**src/cpu_pkg.sv**
```systemverilog
package cpu_pkg;

	// Datapath and storage sizes
	localparam int XLEN       = 32;
	localparam int REG_ADDR_W = 5;
	localparam int NUM_REGS   = 2 ** REG_ADDR_W;
	localparam int SHAMT_W    = $clog2(XLEN);
	localparam int IMEM_DEPTH = 256;
	localparam int DMEM_DEPTH = 256;
	localparam int IMEM_AW    = $clog2(IMEM_DEPTH);
	localparam int DMEM_AW    = $clog2(DMEM_DEPTH);
	localparam int OPCODE_W   = 6;
	localparam int FUNC_W     = 6;
	localparam int ALU_OP_W   = 5;
	localparam int IMM_W      = 16;
	localparam int TARGET_W   = 26;

	localparam logic [REG_ADDR_W-1:0] LINK_REG = 5'd31;	// jal writes here

	// Instruction field positions
	localparam int OP_HI  = 31;
	localparam int OP_LO  = 26;
	localparam int RS_HI  = 25;
	localparam int RS_LO  = 21;
	localparam int RT_HI  = 20;
	localparam int RT_LO  = 16;
	localparam int RD_HI  = 15;
	localparam int RD_LO  = 11;
	localparam int FN_HI  = 5;
	localparam int FN_LO  = 0;
	localparam int IMM_HI = 15;
	localparam int IMM_LO = 0;
	localparam int TGT_HI = 25;
	localparam int TGT_LO = 0;

	// Opcodes
	localparam logic [OPCODE_W-1:0] OP_RTYPE = 6'd0;
	localparam logic [OPCODE_W-1:0] OP_ADDI  = 6'd1;
	localparam logic [OPCODE_W-1:0] OP_SUBI  = 6'd2;
	localparam logic [OPCODE_W-1:0] OP_MULI  = 6'd3;
	localparam logic [OPCODE_W-1:0] OP_DIVI  = 6'd4;
	localparam logic [OPCODE_W-1:0] OP_MODI  = 6'd5;
	localparam logic [OPCODE_W-1:0] OP_ANDI  = 6'd6;
	localparam logic [OPCODE_W-1:0] OP_ORI   = 6'd7;
	localparam logic [OPCODE_W-1:0] OP_XORI  = 6'd8;
	localparam logic [OPCODE_W-1:0] OP_NOT   = 6'd9;
	localparam logic [OPCODE_W-1:0] OP_LANDI = 6'd10;
	localparam logic [OPCODE_W-1:0] OP_LORI  = 6'd11;
	localparam logic [OPCODE_W-1:0] OP_SLLI  = 6'd12;
	localparam logic [OPCODE_W-1:0] OP_SRLI  = 6'd13;
	localparam logic [OPCODE_W-1:0] OP_MOV   = 6'd14;
	localparam logic [OPCODE_W-1:0] OP_LW    = 6'd15;
	localparam logic [OPCODE_W-1:0] OP_LI    = 6'd16;
	localparam logic [OPCODE_W-1:0] OP_LA    = 6'd17;
	localparam logic [OPCODE_W-1:0] OP_SW    = 6'd18;
	localparam logic [OPCODE_W-1:0] OP_IN    = 6'd19;
	localparam logic [OPCODE_W-1:0] OP_OUT   = 6'd20;
	localparam logic [OPCODE_W-1:0] OP_JF    = 6'd21;
	localparam logic [OPCODE_W-1:0] OP_J     = 6'd22;
	localparam logic [OPCODE_W-1:0] OP_JAL   = 6'd23;
	localparam logic [OPCODE_W-1:0] OP_HALT  = 6'd24;

	// R-type function codes
	localparam logic [FUNC_W-1:0] FN_ADD  = 6'd0;
	localparam logic [FUNC_W-1:0] FN_SUB  = 6'd1;
	localparam logic [FUNC_W-1:0] FN_MUL  = 6'd2;
	localparam logic [FUNC_W-1:0] FN_DIV  = 6'd3;
	localparam logic [FUNC_W-1:0] FN_MOD  = 6'd4;
	localparam logic [FUNC_W-1:0] FN_AND  = 6'd5;
	localparam logic [FUNC_W-1:0] FN_OR   = 6'd6;
	localparam logic [FUNC_W-1:0] FN_XOR  = 6'd7;
	localparam logic [FUNC_W-1:0] FN_LAND = 6'd8;
	localparam logic [FUNC_W-1:0] FN_LOR  = 6'd9;
	localparam logic [FUNC_W-1:0] FN_SLL  = 6'd10;
	localparam logic [FUNC_W-1:0] FN_SRL  = 6'd11;
	localparam logic [FUNC_W-1:0] FN_EQ   = 6'd12;
	localparam logic [FUNC_W-1:0] FN_NE   = 6'd13;
	localparam logic [FUNC_W-1:0] FN_LT   = 6'd14;
	localparam logic [FUNC_W-1:0] FN_LE   = 6'd15;
	localparam logic [FUNC_W-1:0] FN_GT   = 6'd16;
	localparam logic [FUNC_W-1:0] FN_GE   = 6'd17;
	localparam logic [FUNC_W-1:0] FN_JR   = 6'd18;

	// ALU operations, bit 4 marks the compare group
	localparam logic [ALU_OP_W-1:0] ALU_ADD    = 5'd0;
	localparam logic [ALU_OP_W-1:0] ALU_SUB    = 5'd1;
	localparam logic [ALU_OP_W-1:0] ALU_MUL    = 5'd2;
	localparam logic [ALU_OP_W-1:0] ALU_DIV    = 5'd3;
	localparam logic [ALU_OP_W-1:0] ALU_MOD    = 5'd4;
	localparam logic [ALU_OP_W-1:0] ALU_SLL    = 5'd5;
	localparam logic [ALU_OP_W-1:0] ALU_SRL    = 5'd6;
	localparam logic [ALU_OP_W-1:0] ALU_AND    = 5'd8;
	localparam logic [ALU_OP_W-1:0] ALU_OR     = 5'd9;
	localparam logic [ALU_OP_W-1:0] ALU_XOR    = 5'd10;
	localparam logic [ALU_OP_W-1:0] ALU_NOT    = 5'd11;
	localparam logic [ALU_OP_W-1:0] ALU_LAND   = 5'd12;
	localparam logic [ALU_OP_W-1:0] ALU_LOR    = 5'd13;
	localparam logic [ALU_OP_W-1:0] ALU_PASS_A = 5'd14;
	localparam logic [ALU_OP_W-1:0] ALU_PASS_B = 5'd15;
	localparam logic [ALU_OP_W-1:0] ALU_EQ     = 5'd16;
	localparam logic [ALU_OP_W-1:0] ALU_NE     = 5'd17;
	localparam logic [ALU_OP_W-1:0] ALU_LT     = 5'd18;
	localparam logic [ALU_OP_W-1:0] ALU_LE     = 5'd19;
	localparam logic [ALU_OP_W-1:0] ALU_GT     = 5'd20;
	localparam logic [ALU_OP_W-1:0] ALU_GE     = 5'd21;

	// Next PC sources
	localparam logic [1:0] PC_NEXT   = 2'd0;
	localparam logic [1:0] PC_IMM    = 2'd1;
	localparam logic [1:0] PC_REG    = 2'd2;
	localparam logic [1:0] PC_TARGET = 2'd3;

	// Write-back sources
	localparam logic [1:0] WB_ALU   = 2'd0;
	localparam logic [1:0] WB_MEM   = 2'd1;
	localparam logic [1:0] WB_INPUT = 2'd2;
	localparam logic [1:0] WB_LINK  = 2'd3;

	typedef struct packed {
		logic                reg_write;
		logic                mem_write;
		logic                alu_src_reg;	// 1 selects rt, 0 the immediate
		logic                rt_dest;
		logic                is_jal;
		logic                out_write;
		logic                is_halt;
		logic                is_input;	// in instruction with data offered
		logic [1:0]          pc_source;
		logic [1:0]          wb_select;
		logic [ALU_OP_W-1:0] alu_op;
	} ctrl_t;

endpackage

```
**src/control_unit.sv**
```systemverilog
`timescale 1ns/1ps

module control_unit (
	input  logic [cpu_pkg::OPCODE_W-1:0] i_op,
	input  logic [cpu_pkg::FUNC_W-1:0]   i_func,
	input  logic                         i_rs_zero,	// Jump-if-false condition
	input  logic                         i_in_valid,
	output cpu_pkg::ctrl_t               o_ctrl
);
	import cpu_pkg::*;

	// R-type
	logic rtype;
	logic is_add, is_sub, is_mul, is_div, is_mod;
	logic is_and, is_or, is_xor, is_land, is_lor;
	logic is_sll, is_srl;
	logic is_eq, is_ne, is_lt, is_le, is_gt, is_ge;
	logic is_jr;

	// I-type and J-type
	logic is_addi, is_subi, is_muli, is_divi, is_modi;
	logic is_andi, is_ori, is_xori, is_not, is_landi, is_lori;
	logic is_slli, is_srli;
	logic is_mov, is_lw, is_li, is_la, is_sw;
	logic is_in, is_out, is_jf;
	logic is_j, is_jal, is_halt;

	assign rtype   = (i_op == OP_RTYPE);
	assign is_add  = rtype & (i_func == FN_ADD);
	assign is_sub  = rtype & (i_func == FN_SUB);
	assign is_mul  = rtype & (i_func == FN_MUL);
	assign is_div  = rtype & (i_func == FN_DIV);
	assign is_mod  = rtype & (i_func == FN_MOD);
	assign is_and  = rtype & (i_func == FN_AND);
	assign is_or   = rtype & (i_func == FN_OR);
	assign is_xor  = rtype & (i_func == FN_XOR);
	assign is_land = rtype & (i_func == FN_LAND);
	assign is_lor  = rtype & (i_func == FN_LOR);
	assign is_sll  = rtype & (i_func == FN_SLL);
	assign is_srl  = rtype & (i_func == FN_SRL);
	assign is_eq   = rtype & (i_func == FN_EQ);
	assign is_ne   = rtype & (i_func == FN_NE);
	assign is_lt   = rtype & (i_func == FN_LT);
	assign is_le   = rtype & (i_func == FN_LE);
	assign is_gt   = rtype & (i_func == FN_GT);
	assign is_ge   = rtype & (i_func == FN_GE);
	assign is_jr   = rtype & (i_func == FN_JR);

	assign is_addi  = (i_op == OP_ADDI);
	assign is_subi  = (i_op == OP_SUBI);
	assign is_muli  = (i_op == OP_MULI);
	assign is_divi  = (i_op == OP_DIVI);
	assign is_modi  = (i_op == OP_MODI);
	assign is_andi  = (i_op == OP_ANDI);
	assign is_ori   = (i_op == OP_ORI);
	assign is_xori  = (i_op == OP_XORI);
	assign is_not   = (i_op == OP_NOT);
	assign is_landi = (i_op == OP_LANDI);
	assign is_lori  = (i_op == OP_LORI);
	assign is_slli  = (i_op == OP_SLLI);
	assign is_srli  = (i_op == OP_SRLI);
	assign is_mov   = (i_op == OP_MOV);
	assign is_lw    = (i_op == OP_LW);
	assign is_li    = (i_op == OP_LI);
	assign is_la    = (i_op == OP_LA);
	assign is_sw    = (i_op == OP_SW);
	assign is_in    = (i_op == OP_IN);
	assign is_out   = (i_op == OP_OUT);
	assign is_jf    = (i_op == OP_JF);
	assign is_j     = (i_op == OP_J);
	assign is_jal   = (i_op == OP_JAL);
	assign is_halt  = (i_op == OP_HALT);

	assign o_ctrl.reg_write = is_add | is_sub | is_mul | is_div | is_mod |
		is_addi | is_subi | is_muli | is_divi | is_modi |
		is_and | is_or | is_xor | is_land | is_lor | is_not |
		is_andi | is_ori | is_xori | is_landi | is_lori |
		is_sll | is_srl | is_slli | is_srli |
		is_mov | is_lw | is_li | is_la | is_in | is_jal |
		is_eq | is_ne | is_lt | is_le | is_gt | is_ge;
	assign o_ctrl.mem_write = is_sw;
	assign o_ctrl.alu_src_reg = is_add | is_sub | is_mul | is_div | is_mod |
		is_and | is_or | is_xor | is_land | is_lor |
		is_sll | is_srl | is_mov |
		is_eq | is_ne | is_lt | is_le | is_gt | is_ge;
	assign o_ctrl.rt_dest = is_addi | is_subi | is_muli | is_divi | is_modi |
		is_andi | is_ori | is_xori | is_not | is_landi | is_lori |
		is_slli | is_srli |
		is_mov | is_lw | is_li | is_la | is_in;
	assign o_ctrl.is_jal    = is_jal;
	assign o_ctrl.out_write = is_out;
	assign o_ctrl.is_halt   = is_halt;
	assign o_ctrl.is_input  = is_in & i_in_valid;

	assign o_ctrl.pc_source[0] = is_j | is_jal | (is_jf & i_rs_zero);
	assign o_ctrl.pc_source[1] = is_j | is_jr | is_jal;
	assign o_ctrl.wb_select[0] = is_lw | is_jal;	// Memory or link
	assign o_ctrl.wb_select[1] = is_in | is_jal;	// Input or link

	// ALU operation bits, grouped by encoding bit
	assign o_ctrl.alu_op[0] = is_sub | is_div | is_sll | is_or | is_lor | is_not |
		is_subi | is_divi | is_slli | is_ori | is_lori |
		is_li | is_ne | is_le | is_ge | is_jf;
	assign o_ctrl.alu_op[1] = is_mul | is_div | is_xor | is_srl | is_lt | is_le | is_not |
		is_muli | is_divi | is_xori | is_srli |
		is_mov | is_li | is_jr | is_out | is_jf;
	assign o_ctrl.alu_op[2] = is_mod | is_sll | is_srl | is_land | is_lor | is_gt | is_ge |
		is_modi | is_slli | is_srli | is_landi | is_lori |
		is_mov | is_li | is_jr | is_out | is_jf;
	assign o_ctrl.alu_op[3] = is_and | is_or | is_xor | is_land | is_lor | is_not |
		is_andi | is_ori | is_xori | is_landi | is_lori |
		is_mov | is_li | is_jr | is_out | is_jf;
	assign o_ctrl.alu_op[4] = is_eq | is_ne | is_lt | is_le | is_gt | is_ge;	// Compare group

	always_comb begin
		assert (!(o_ctrl.mem_write && o_ctrl.reg_write));	// Store never writes back
		assert (!o_ctrl.is_jal || (o_ctrl.pc_source == PC_TARGET));
	end

endmodule

```
**config.mk**
```make
export PLATFORM = sky130hd
export DESIGN_NAME = control_unit
export DESIGN_NICKNAME = d
export VERILOG_FILES = /design/src/cpu_pkg.sv /design/src/control_unit.sv
export SDC_FILE = /design/constraint.sdc
export NUM_CORES = 1
export LEC_CHECK = 0
export ABC_AREA = 1
export BUFFER_PORTS_ARGS = -buffer_cell sky130_fd_sc_hd__buf_2
export CAP_MARGIN = 20
export CORE_MARGIN = 5
export CORE_UTILIZATION = 25
export DETAILED_ROUTE_END_ITERATION = 12
export PLACE_DENSITY = 0.5
export SYNTH_ARGS = -nofsm -noshare
export SYNTH_HDL_FRONTEND = slang
export SYNTH_SLANG_ARGS = --single-unit
```
**constraint.sdc**
```tcl
create_clock -name vclk -period 1.1
set_input_delay 0.22 -clock vclk [all_inputs]
set_output_delay 0.22 -clock vclk [all_outputs]
set_load 0.01 [all_outputs]
```
* Word level (Yosys, flattened, before mapping)
Cells that the tools add are included.
** Cells by class
- Reduce and logical (&&, ||, !) cells :: 2
- Eq/ne operators :: 42
- Bitwise gates (word level) :: 160
** Operators by type and width (number)
- 1-bit bitwise OR :: 139
- 6-bit by 4-bit == test with 1-bit output (second input constant) :: 16
- 6-bit by 5-bit == test with 1-bit output (second input constant) :: 12
- 6-bit by 3-bit == test with 1-bit output (second input constant) :: 8
- 6-bit by 2-bit == test with 1-bit output (second input constant) :: 4
- 1-bit AND :: 21
- 6-bit by 1-bit == test with 1-bit output (second input constant) :: 2
- 6-bit logical NOT :: 2
** Word-level totals
- Input bits :: 14
- Bits in registers :: 0

* Depth between registers and ports, before layout
Gate-level depths: netlist of run 1.
- Word-level depth :: 38
- Gate-level depth with buffers :: 9

* Least setup slack after synthesis of run 1
Ideal clock, no wire load.
- Path type :: input-to-output
- Start point :: in i_op[5] (netlist name)
- End point :: out o_ctrl[16] (netlist name)
- Cell stages on the path :: 8
- Path slack :: -0.125 ns
- Path buffers :: 1
- Required time :: 0.880 ns
- Data arrival time :: 1.005 ns
- Cell sequence :: nor2_4 > buf_2 > nand3_1 > nand2_1 > nor2_1 > nand2_1 > nor2_1 > nand3_1
** RTL lines
- start, declared :: RTL line control_unit.sv:4 : input logic [cpu_pkg::OPCODE_W-1:0] i_op,
- end, declared :: RTL line control_unit.sv:8 : output cpu_pkg::ctrl_t o_ctrl

==> summary.txt, run 1 <==
Outcome
  • Outcome: complete, but fails checks
  • Failing checks: negative setup slack

Final layout
  • Seq. cell area: 0 µm²
  • Clkbuf count: 0
  • Multi-input gate area: 775.7 µm²
  • Fin nets: 262
  • Layout fillers: 358
  • Fraction of layout cells with a size suffix above 1: 0.4634
  • Layout area overhead: 83.94%
  • Antenna Cells: 0
  • Non-filler instance count after layout: 290
  • Seq Cell Count: 0

Worst setup path
  • Critical path type: in -> out
  • Crit path launch type: input port
  • Critical path required time: 880 ps
  • Worst setup EP type: output port
  • CP Max Fanout: 7
  • Crit path arrival time: 1330 ps

Routing
  • Initial DRC Count: 67
  • Drt pass-1 iters: 4
  • Post-route ant nets: 0
  • Via density: 4.607
  • Detailed-route via count: 1336
  • Total wire length: 3225 µm
  • Routed len/inst: 11.12 µm
  • Residual DRC: 0

Pwr
  • P_sw: 213.4 µW
  • Pleak: 0.0009088 µW
  • Power density over cell area: 264.9 mW/mm²
  • Peak VDD IR: 104.2 µV
  • Flop pwr share: 0
  • Logic gate share of total power: 1.000
  • Clock network fraction of design power: 0
  • Sw frac: 0.5352
  • Pint: 185.3 µW

Worst hold path
  • Hold WC Path Type: in -> out

Logic synthesis
  • Synthesized cell area: 818.3 µm²
  • Avg Cell Area, Syn: 4.649 µm²
  • Post-Synth Adder-Cell Area: 0
  • Count leader, synth: nand2_1
  • Post-Synth Simple-Gate Area: 0.7890
  • Area share of the leading cell type in the synthesized netlist: 0.2248
  • XOR/XNOR share of the synthesized area: 0
  • Post-synth top cells: nand2_1, nand3_1, nor2_1
  • Register area share after synthesis: 0
  • Mux share of post-synthesis cell area: 0
  • Largest family of logic cells by synthesized area: simple AND/OR/NAND/NOR gates
  • Synth area leaders: nand2_1, nand3_1, nor2_1
  • Synth Area in Compound Gates: 0.03058
  • Synthesis warning total: 0
  • Synth Net Count: 190
  • Mapped Cells: 176
  • Area leader, netlist: nand2_1
  • Cell variety after synth: 20

Run
  • Max Cap Viol: 0

Place
  • DP HPWL: 2520 µm
  • Placed Instances: 285
  • Final RePlAce weighted congestion: 0.8825
  • Port buffer count: 31

GRT
  • Largest net degree at the start of global routing: 16
  • Initial antenna violation count: 0
  • Number of global-route vias before repair: 1246
  • First-pass GRT wire length: 5382 µm
  • Total Routing Usage GR: 0.1463
  • Gr ovfl total: 0

Floorplanning
  • Die Y: 67.21 µm
  • Core Region: 0.003103 mm²
  • Chip Width: 67.21 µm
  • Die Footprint: 0.004517 mm²
  • Rows: 20
  • Initial Util: 0.2637
  • Ports: 31

STA
  • Worst slew margin: 0.8278
  • Fin. Hold Viols: 0
  • Final period util: 1.407
  • Min Tclk post-route: 1547 ps
  • Worst Tran Pin Value: 257.4 ps
  • Fin. max-slew vios: 0
  • Final setup violation count: 17
  • Hold WS: 742.6 ps
  • Final WS setup: -447.4 ps
  • RSZ-0062 raised after global routing: true
  • Fmax: 646.2 MHz

Clock tree
  • Cts hold-fix bufs: 0
==> placed cells by master, fill, tap and decap left out <==
cell      netlist  routed
nand4_1         3       3
o21ai_0         2       1
inv_2           2       6
nor3_2          0       2
nand3b_1        2       2
inv_1          25      20
buf_4           4      38
buf_8           0       3
nand2_2         2       6
o21ai_1         0       1
nand2_4         0       2
nor3_1          4       2
nor4_1          2       1
a41oi_1         1       1
nor2_1         34      28
nor2_4          5       7
a31oi_1         1       1
and3_1          1       1
nor2_2          2       6
buf_6           1      10
nand3_1        34      28
buf_2           1      25
nand2_1        49      43
nor4_4          0       1
nand3_2         1       7
inv_6           0       1
==> routing by layer <==
layer	vias to the layer above	share of wire	routed length (µm)	GRT usage
met1	596	0.47	1508	0.2113
li1	702	-	-	-
met4	0	0.0071	23	0.007595
met5	-	0	0	0
met3	4	0.047	151	0.003328
met2	34	0.48	1541	0.2528
==> critical path, stage by stage <==
cell	delay [ps]
buf_8	110
nor2_4	140
inv_2	70
nor2_4	210
buf_6	130
nand4_1	90
nand2_1	110
nor2_2	50
nand3_1	70
buf_2	130
==> per-stage QoR <==
step	instance area [µm²]	utilization	power, µW	setup slack [ps]	TNS [ps]
after detailed placement	1290	0.4157	326.9	-473.9	-5443
after floorplan	828.3	-	149.8	-114.2	-646.0
after global routing	1505	0.4851	441.1	-556.6	-6398
final	1505	0.4851	398.7	-447.4	-4896
after CTS	1411	0.4548	361.2	-415.6	-5015
after global placement	1290	0.4157	330.9	-515.8	-5611
==> path summary, 6_finish.rpt <==
kind	slack [ps]	to	cells past startpoint	start
hold / removal	740	o_ctrl[9]	4	i_in_valid
setup / recovery	-450	o_ctrl[14]	10	i_op[3]
==> cell type report <==
class | count | area share
Multi-Input combinational cell | 143 | 0.5154
Timing Repair Buffer | 76 | 0.3774
Tap cell | 44 | 0.03658
Inverter | 27 | 0.07066
==> cells by family (layout without fill, tap and decap cells) <==
group / count (synthesis) / count (layout)
buffers and inverters: 33 / 103
and+or+nand+nor: 139 / 139
AOI/OAI and AO/OA: 4 / 4
==> power by group through the flow <==
stage	logic (µW)	registers [µW]	clock network (µW)
4_1_cts	361	0	0
2_1_floorplan	150	0	0
3_5_place_dp	327	0	0
3_3_place_gp	331	0	0
5_1_grt	441	0	0
6_report	399	0	0
==> timing repair <==
action,CTS,global route
endpoints found under the setup margin,17,17
pin swaps,4,6
buffers inserted,4,2
hold endpoints to repair,0,0
gates resized for setup,24,27
(Power assumes the default switching activity.)
==> inputs of run 2 (changes only) <==
--- a/config.mk
+++ b/config.mk
@@ -12,6 +12,7 @@
 export CORE_UTILIZATION = 25
 export DETAILED_ROUTE_END_ITERATION = 12
 export PLACE_DENSITY = 0.5
+export SKIP_LAST_GASP = 1
 export SYNTH_ARGS = -nofsm -noshare
 export SYNTH_HDL_FRONTEND = slang
 export SYNTH_SLANG_ARGS = --single-unit
==> summary.txt, run 2 (synthesis results as in run 1) <==
Routing
  • Post-route ant nets: 0
  • Initial DRC Count: 67
  • Detailed-route via count: 1327
  • Drt pass-1 iters: 4
  • Routed len/inst: 11.08 µm
  • Via density: 4.576
  • Residual DRC: 0
  • Total wire length: 3213 µm

Pwr
  • Pleak: 0.0009086 µW
  • Power density over cell area: 265.3 mW/mm²
  • Logic gate share of total power: 1.000
  • Clock network fraction of design power: 0
  • P_sw: 212.6 µW
  • Power consumption: 398.0 µW
  • Flop pwr share: 0
  • Peak VDD IR: 104.1 µV
  • Pint: 185.3 µW
  • Sw frac: 0.5343

Outcome
  • Outcome: complete, but fails checks
  • Failing checks: negative setup slack

Worst setup path
  • CP max stage cell: nor2_4
  • Cell mode on critical path: nor2_4
  • Buffers & Inverters on Critical Path: 4
  • CP Cell Sequence: buf_8 > nor2_4 > inv_2 > nor2_4 > buf_6 > nand4_1 > nand2_1 > nor2_2 > nand3_1 > buf_2
  • Crit-path max cell delay: 210 ps
  • Critical path required time: 880 ps
  • Crit path launch type: input port
  • Critical path type: in -> out
  • Cell family with most CP delay: simple AND/OR/NAND/NOR gates
  • Worst setup EP type: output port
  • Crit. Startpoint: i_op[3]
  • Crit path arrival time: 1330 ps
  • CP Max Fanout: 7

Place
  • Placed Instances: 285
  • Port buffer count: 31
  • Post-DP Area: 0.001290 mm²
  • DP HPWL: 2520 µm
  • Pre-CTS setup slack: -473.9 ps
  • Final RePlAce weighted congestion: 0.8825

STA
  • Fin. max-slew vios: 0
  • Final setup violation count: 17
  • Fin. Hold Viols: 0
  • Worst slew margin: 0.8278
  • Final period util: 1.406
  • Final WS setup: -446.8 ps
  • Fmax: 646.5 MHz
  • RSZ-0062 raised after global routing: true
  • Worst Tran Pin Value: 257.4 ps
  • Min Tclk post-route: 1547 ps

Final layout
  • Non-filler instance count after layout: 290
  • Layout fillers: 356
  • Seq. cell area: 0 µm²
  • Fraction of layout cells with a size suffix above 1: 0.4593
  • Clkbuf count: 0
  • Core Util, Final: 0.4835
  • Fin nets: 262
  • Antenna Cells: 0
  • Layout area overhead: 83.33%
  • Seq Cell Count: 0
  • Most common cell after layout, fill and taps aside: nand2_1
  • Most frequent cells in the layout: nand2_1, buf_4, nand3_1, nor2_1, buf_2
  • Post-route cell area: 0.001500 mm²

Floorplanning
  • Rows: 20
  • Initial Util: 0.2637
  • Core Region: 0.003103 mm²
  • Die Y: 67.21 µm
  • Chip Width: 67.21 µm
  • Ports: 31
  • Die Footprint: 0.004517 mm²

GRT
  • Total Routing Usage GR: 0.1463
  • Largest net degree at the start of global routing: 16
  • First-pass GRT wire length: 5382 µm
  • Initial antenna violation count: 0
  • Number of global-route vias before repair: 1246
  • Gr ovfl total: 0

Worst hold path
  • Worst Hold Launch: i_in_valid
  • Hold WC Path Type: in -> out

Run
  • Max Cap Viol: 0
-- run 2: cell counts in the layout (fill, tap and decap cells not counted) --
No cell type changed its count.
-- run 2: stage by stage --
step | setup TNS, ps | hold slack (ps)
5_1_grt | -6404 | 780.4
2_1_floorplan | -646.0 | 527.1
3_3_place_gp | -5611 | 726.7
3_5_place_dp | -5443 | 732.1
4_1_cts | -5015 | 733.4
6_report | -4897 | 742.6
-- run 2: power by group through the flow --
stage / Sequential [µW] / Clock (µW) / Combinational, µW
2_1_floorplan: 0 / 0 / 150
3_3_place_gp: 0 / 0 / 331
3_5_place_dp: 0 / 0 / 327
4_1_cts: 0 / 0 / 361
5_1_grt: 0 / 0 / 440
6_report: 0 / 0 / 398
-- run 2: cell type report --
type,instances,area (µm²),area share
repair buffers,76,568.0,0.3786
multi-input cells,143,770.7,0.5138
well taps,44,55.05,0.03670
inverters,27,106.4,0.07089
-- run 2: worst min-delay path: stages --
cell,delay [ps]
buf_2,90
inv_1,50
nor2_2,30
buf_2,120
-- run 2: routing by layer --
| layer | track usage | vias to the layer above | share of wire |
|---|---|---|---|
| li1 | - | 702 | - |
| met5 | 0 | - | 0 |
| met3 | 0.003328 | 2 | 0.054 |
| met4 | 0.007595 | 0 | 0.0047 |
| met1 | 0.2113 | 589 | 0.46 |
| met2 | 0.2528 | 34 | 0.48 |
-- run 2: what timing repair did --
action | CTS | global route
gates resized for setup | 24 | 26
pin swaps | 4 | 5
setup endpoints to repair | 17 | 17
setup buffers | 4 | 2
hold buffers | 0 | 0
-- run 2: final timing paths --
kind / endpoint / cells past startpoint / slack (ps)
min: o_ctrl[9] / 4 / 740
max: o_ctrl[14] / 10 / -450
==> inputs of run 3 (changes only) <==
--- a/config.mk
+++ b/config.mk
@@ -5,13 +5,12 @@
 export SDC_FILE = /design/constraint.sdc
 export NUM_CORES = 1
 export LEC_CHECK = 0
-export ABC_AREA = 1
 export BUFFER_PORTS_ARGS = -buffer_cell sky130_fd_sc_hd__buf_2
 export CAP_MARGIN = 20
 export CORE_MARGIN = 5
 export CORE_UTILIZATION = 25
 export DETAILED_ROUTE_END_ITERATION = 12
-export PLACE_DENSITY = 0.5
+export PLACE_DENSITY = 0.52
 export SKIP_LAST_GASP = 1
 export SYNTH_ARGS = -nofsm -noshare
 export SYNTH_HDL_FRONTEND = slang
==> summary.txt, run 3 <==
Outcome
  • Outcome: complete, but fails checks
  • Failing checks: negative setup slack

Routing
  • Initial DRC Count: 12
  • Via density: 5.120
  • Residual DRC: 0
  • Total wire length: 2810 µm
  • Detailed-route via count: 983
  • Drt pass-1 iters: 4
  • Post-route ant nets: 0
  • Routed len/inst: 14.64 µm

Worst setup path
  • CP max stage cell: or3_1
  • CP Cell Sequence: buf_8 > or3_1 > o21ai_1 > or3b_1 > nand3_2 > buf_6
  • Critical path type: in -> out
  • Worst setup EP type: output port
  • Crit path arrival time: 1300 ps
  • CP Max Fanout: 6
  • Crit-path max cell delay: 360 ps
  • Critical path required time: 880 ps
  • Crit path launch type: input port

STA
  • RSZ-0062 raised after global routing: true
  • Final period util: 1.381
  • Hold WS: 780.2 ps
  • Worst Tran Pin Value: 366.5 ps
  • Min Tclk post-route: 1519 ps
  • Worst slew margin: 0.7534
  • Total negative slack: -3582 ps
  • Fin. max-slew vios: 0
  • Fin. Hold Viols: 0
  • Final setup violation count: 17
  • Final WS setup: -419.3 ps
  • Fmax: 658.2 MHz

Final layout
  • Core Util, Final: 0.6176
  • Most frequent cells in the layout: buf_4, buf_2, buf_6, nor2_1
  • Antenna Cells: 0
  • Seq. cell area: 0 µm²
  • Fin nets: 178
  • Non-filler instance count after layout: 192
  • Fraction of layout cells with a size suffix above 1: 0.6852
  • Post-route cell area: 0.001544 mm²
  • Most common cell after layout, fill and taps aside: buf_4
  • Layout area overhead: 133.7%
  • Clkbuf count: 0
  • Seq Cell Count: 0

Logic synthesis
  • Avg Cell Area, Syn: 6.174 µm²
  • Synth Net Count: 121
  • Cell variety after synth: 38
  • Count leader, synth: nor2_1
  • Post-synth top cells: nor2_1, buf_2, a21oi_1, nor3_1
  • Area leader, netlist: buf_2
  • Register area share after synthesis: 0
  • Mapped Cells: 107
  • Synthesis warning total: 0
  • Area share of the leading cell type in the synthesized netlist: 0.07576
  • Synth area leaders: buf_2, nor2_1, buf_4
  • Synthesized cell area: 660.6 µm²

Pwr
  • Peak VDD IR: 237.7 µV
  • Flop pwr share: 0
  • Pint: 317.5 µW
  • Logic gate share of total power: 1.000
  • Pleak: 0.0006875 µW
  • Sw frac: 0.4337
  • Power density over cell area: 363.1 mW/mm²
  • P_sw: 243.2 µW
  • Clock network fraction of design power: 0

Floorplanning
  • Chip Width: 61.41 µm
  • Ports: 31
  • Initial Util: 0.2643
  • Core Region: 0.002500 mm²
  • Die Y: 61.41 µm
  • Die Footprint: 0.003771 mm²
  • Rows: 18

Worst hold path
  • Hold endpoint: o_ctrl[9]
  • Hold WC Path Type: in -> out
  • Hold path depth: 4
  • Worst Hold Launch: i_in_valid

GRT
  • Gr ovfl total: 0
  • First-pass GRT wire length: 4264 µm
  • Total Routing Usage GR: 0.1452
  • Initial antenna violation count: 0
  • Largest net degree at the start of global routing: 11
  • Number of global-route vias before repair: 959

Place
  • Post-DP Area: 0.001104 mm²
  • Final RePlAce weighted congestion: 0.8495
  • Port buffer count: 31
  • DP HPWL: 1918 µm
  • Placed Instances: 184

Clock tree
  • Cts hold-fix bufs: 0

Run
  • Max Cap Viol: 0
-- run 3: how the worst max path moves through the flow --
stage | startpoint | end | depth (start not counted)
final | i_func[0] | o_ctrl[1] | 6
after global routing | i_func[0] | o_ctrl[1] | 6
after CTS | i_func[2] | o_ctrl[1] | 6
after detailed placement | i_op[4] | o_ctrl[2] | 6
after global placement | i_op[4] | o_ctrl[2] | 6
after floorplan | i_func[0] | o_ctrl[1] | 5
-- run 3: cell type report --
type / count / area, µm²
Timing Repair Buffer: 72 / 691.9
Inverter: 5 / 21.27
Multi-Input combinational cell: 85 / 793.3
Fill cell: 212 / 955.9
Tap cell: 30 / 37.54
-- run 3: critical path: cells and delay by family --
kind,cells,cell delay [ps]
buf+inv,2,200
simple gates,3,800
compound gates,1,70
-- run 3: power by group through the flow --
| stage | registers (µW) | logic [µW] | clock network, µW |
|---|---|---|---|
| floorplan | 0 | 263 | 0 |
| global placement | 0 | 376 | 0 |
| detailed placement | 0 | 382 | 0 |
| CTS | 0 | 511 | 0 |
| global route | 0 | 601 | 0 |
| finish | 0 | 561 | 0 |
-- run 3: stage by stage --
stage | setup slack (ps) | power, µW
floorplan | -242.9 | 262.7
global placement | -486.1 | 376.4
detailed placement | -462.8 | 381.8
CTS | -420.3 | 511.1
global route | -473.5 | 600.9
finish | -419.3 | 560.7
-- run 3: cell families (layout without fill, tap and decap cells) --
logic type	after synthesis	after routing	synth area share
AND/OR/NAND/NOR	48	48	0.4015
multiplexers	3	3	0.04735
buffers and inverters	22	77	0.1837
XOR/XNOR	4	4	0.05304
AO/OA/AOI/OAI	30	30	0.3144
-- run 3: metal layers --
| layer | track usage | share of wire |
|---|---|---|
| met5 | 0 | 0 |
| met4 | 0.006061 | 0 |
| met1 | 0.1606 | 0.37 |
| met3 | 0.006289 | 0.043 |
| met2 | 0.3112 | 0.58 |
-- run 3: repair_timing --
item                                    in CTS  in global routing
buffers inserted                             2                  3
resized for setup                           53                 21
gates cloned                                 3                  0
pin swaps                                   15                 18
endpoints found under the setup margin      17                 16
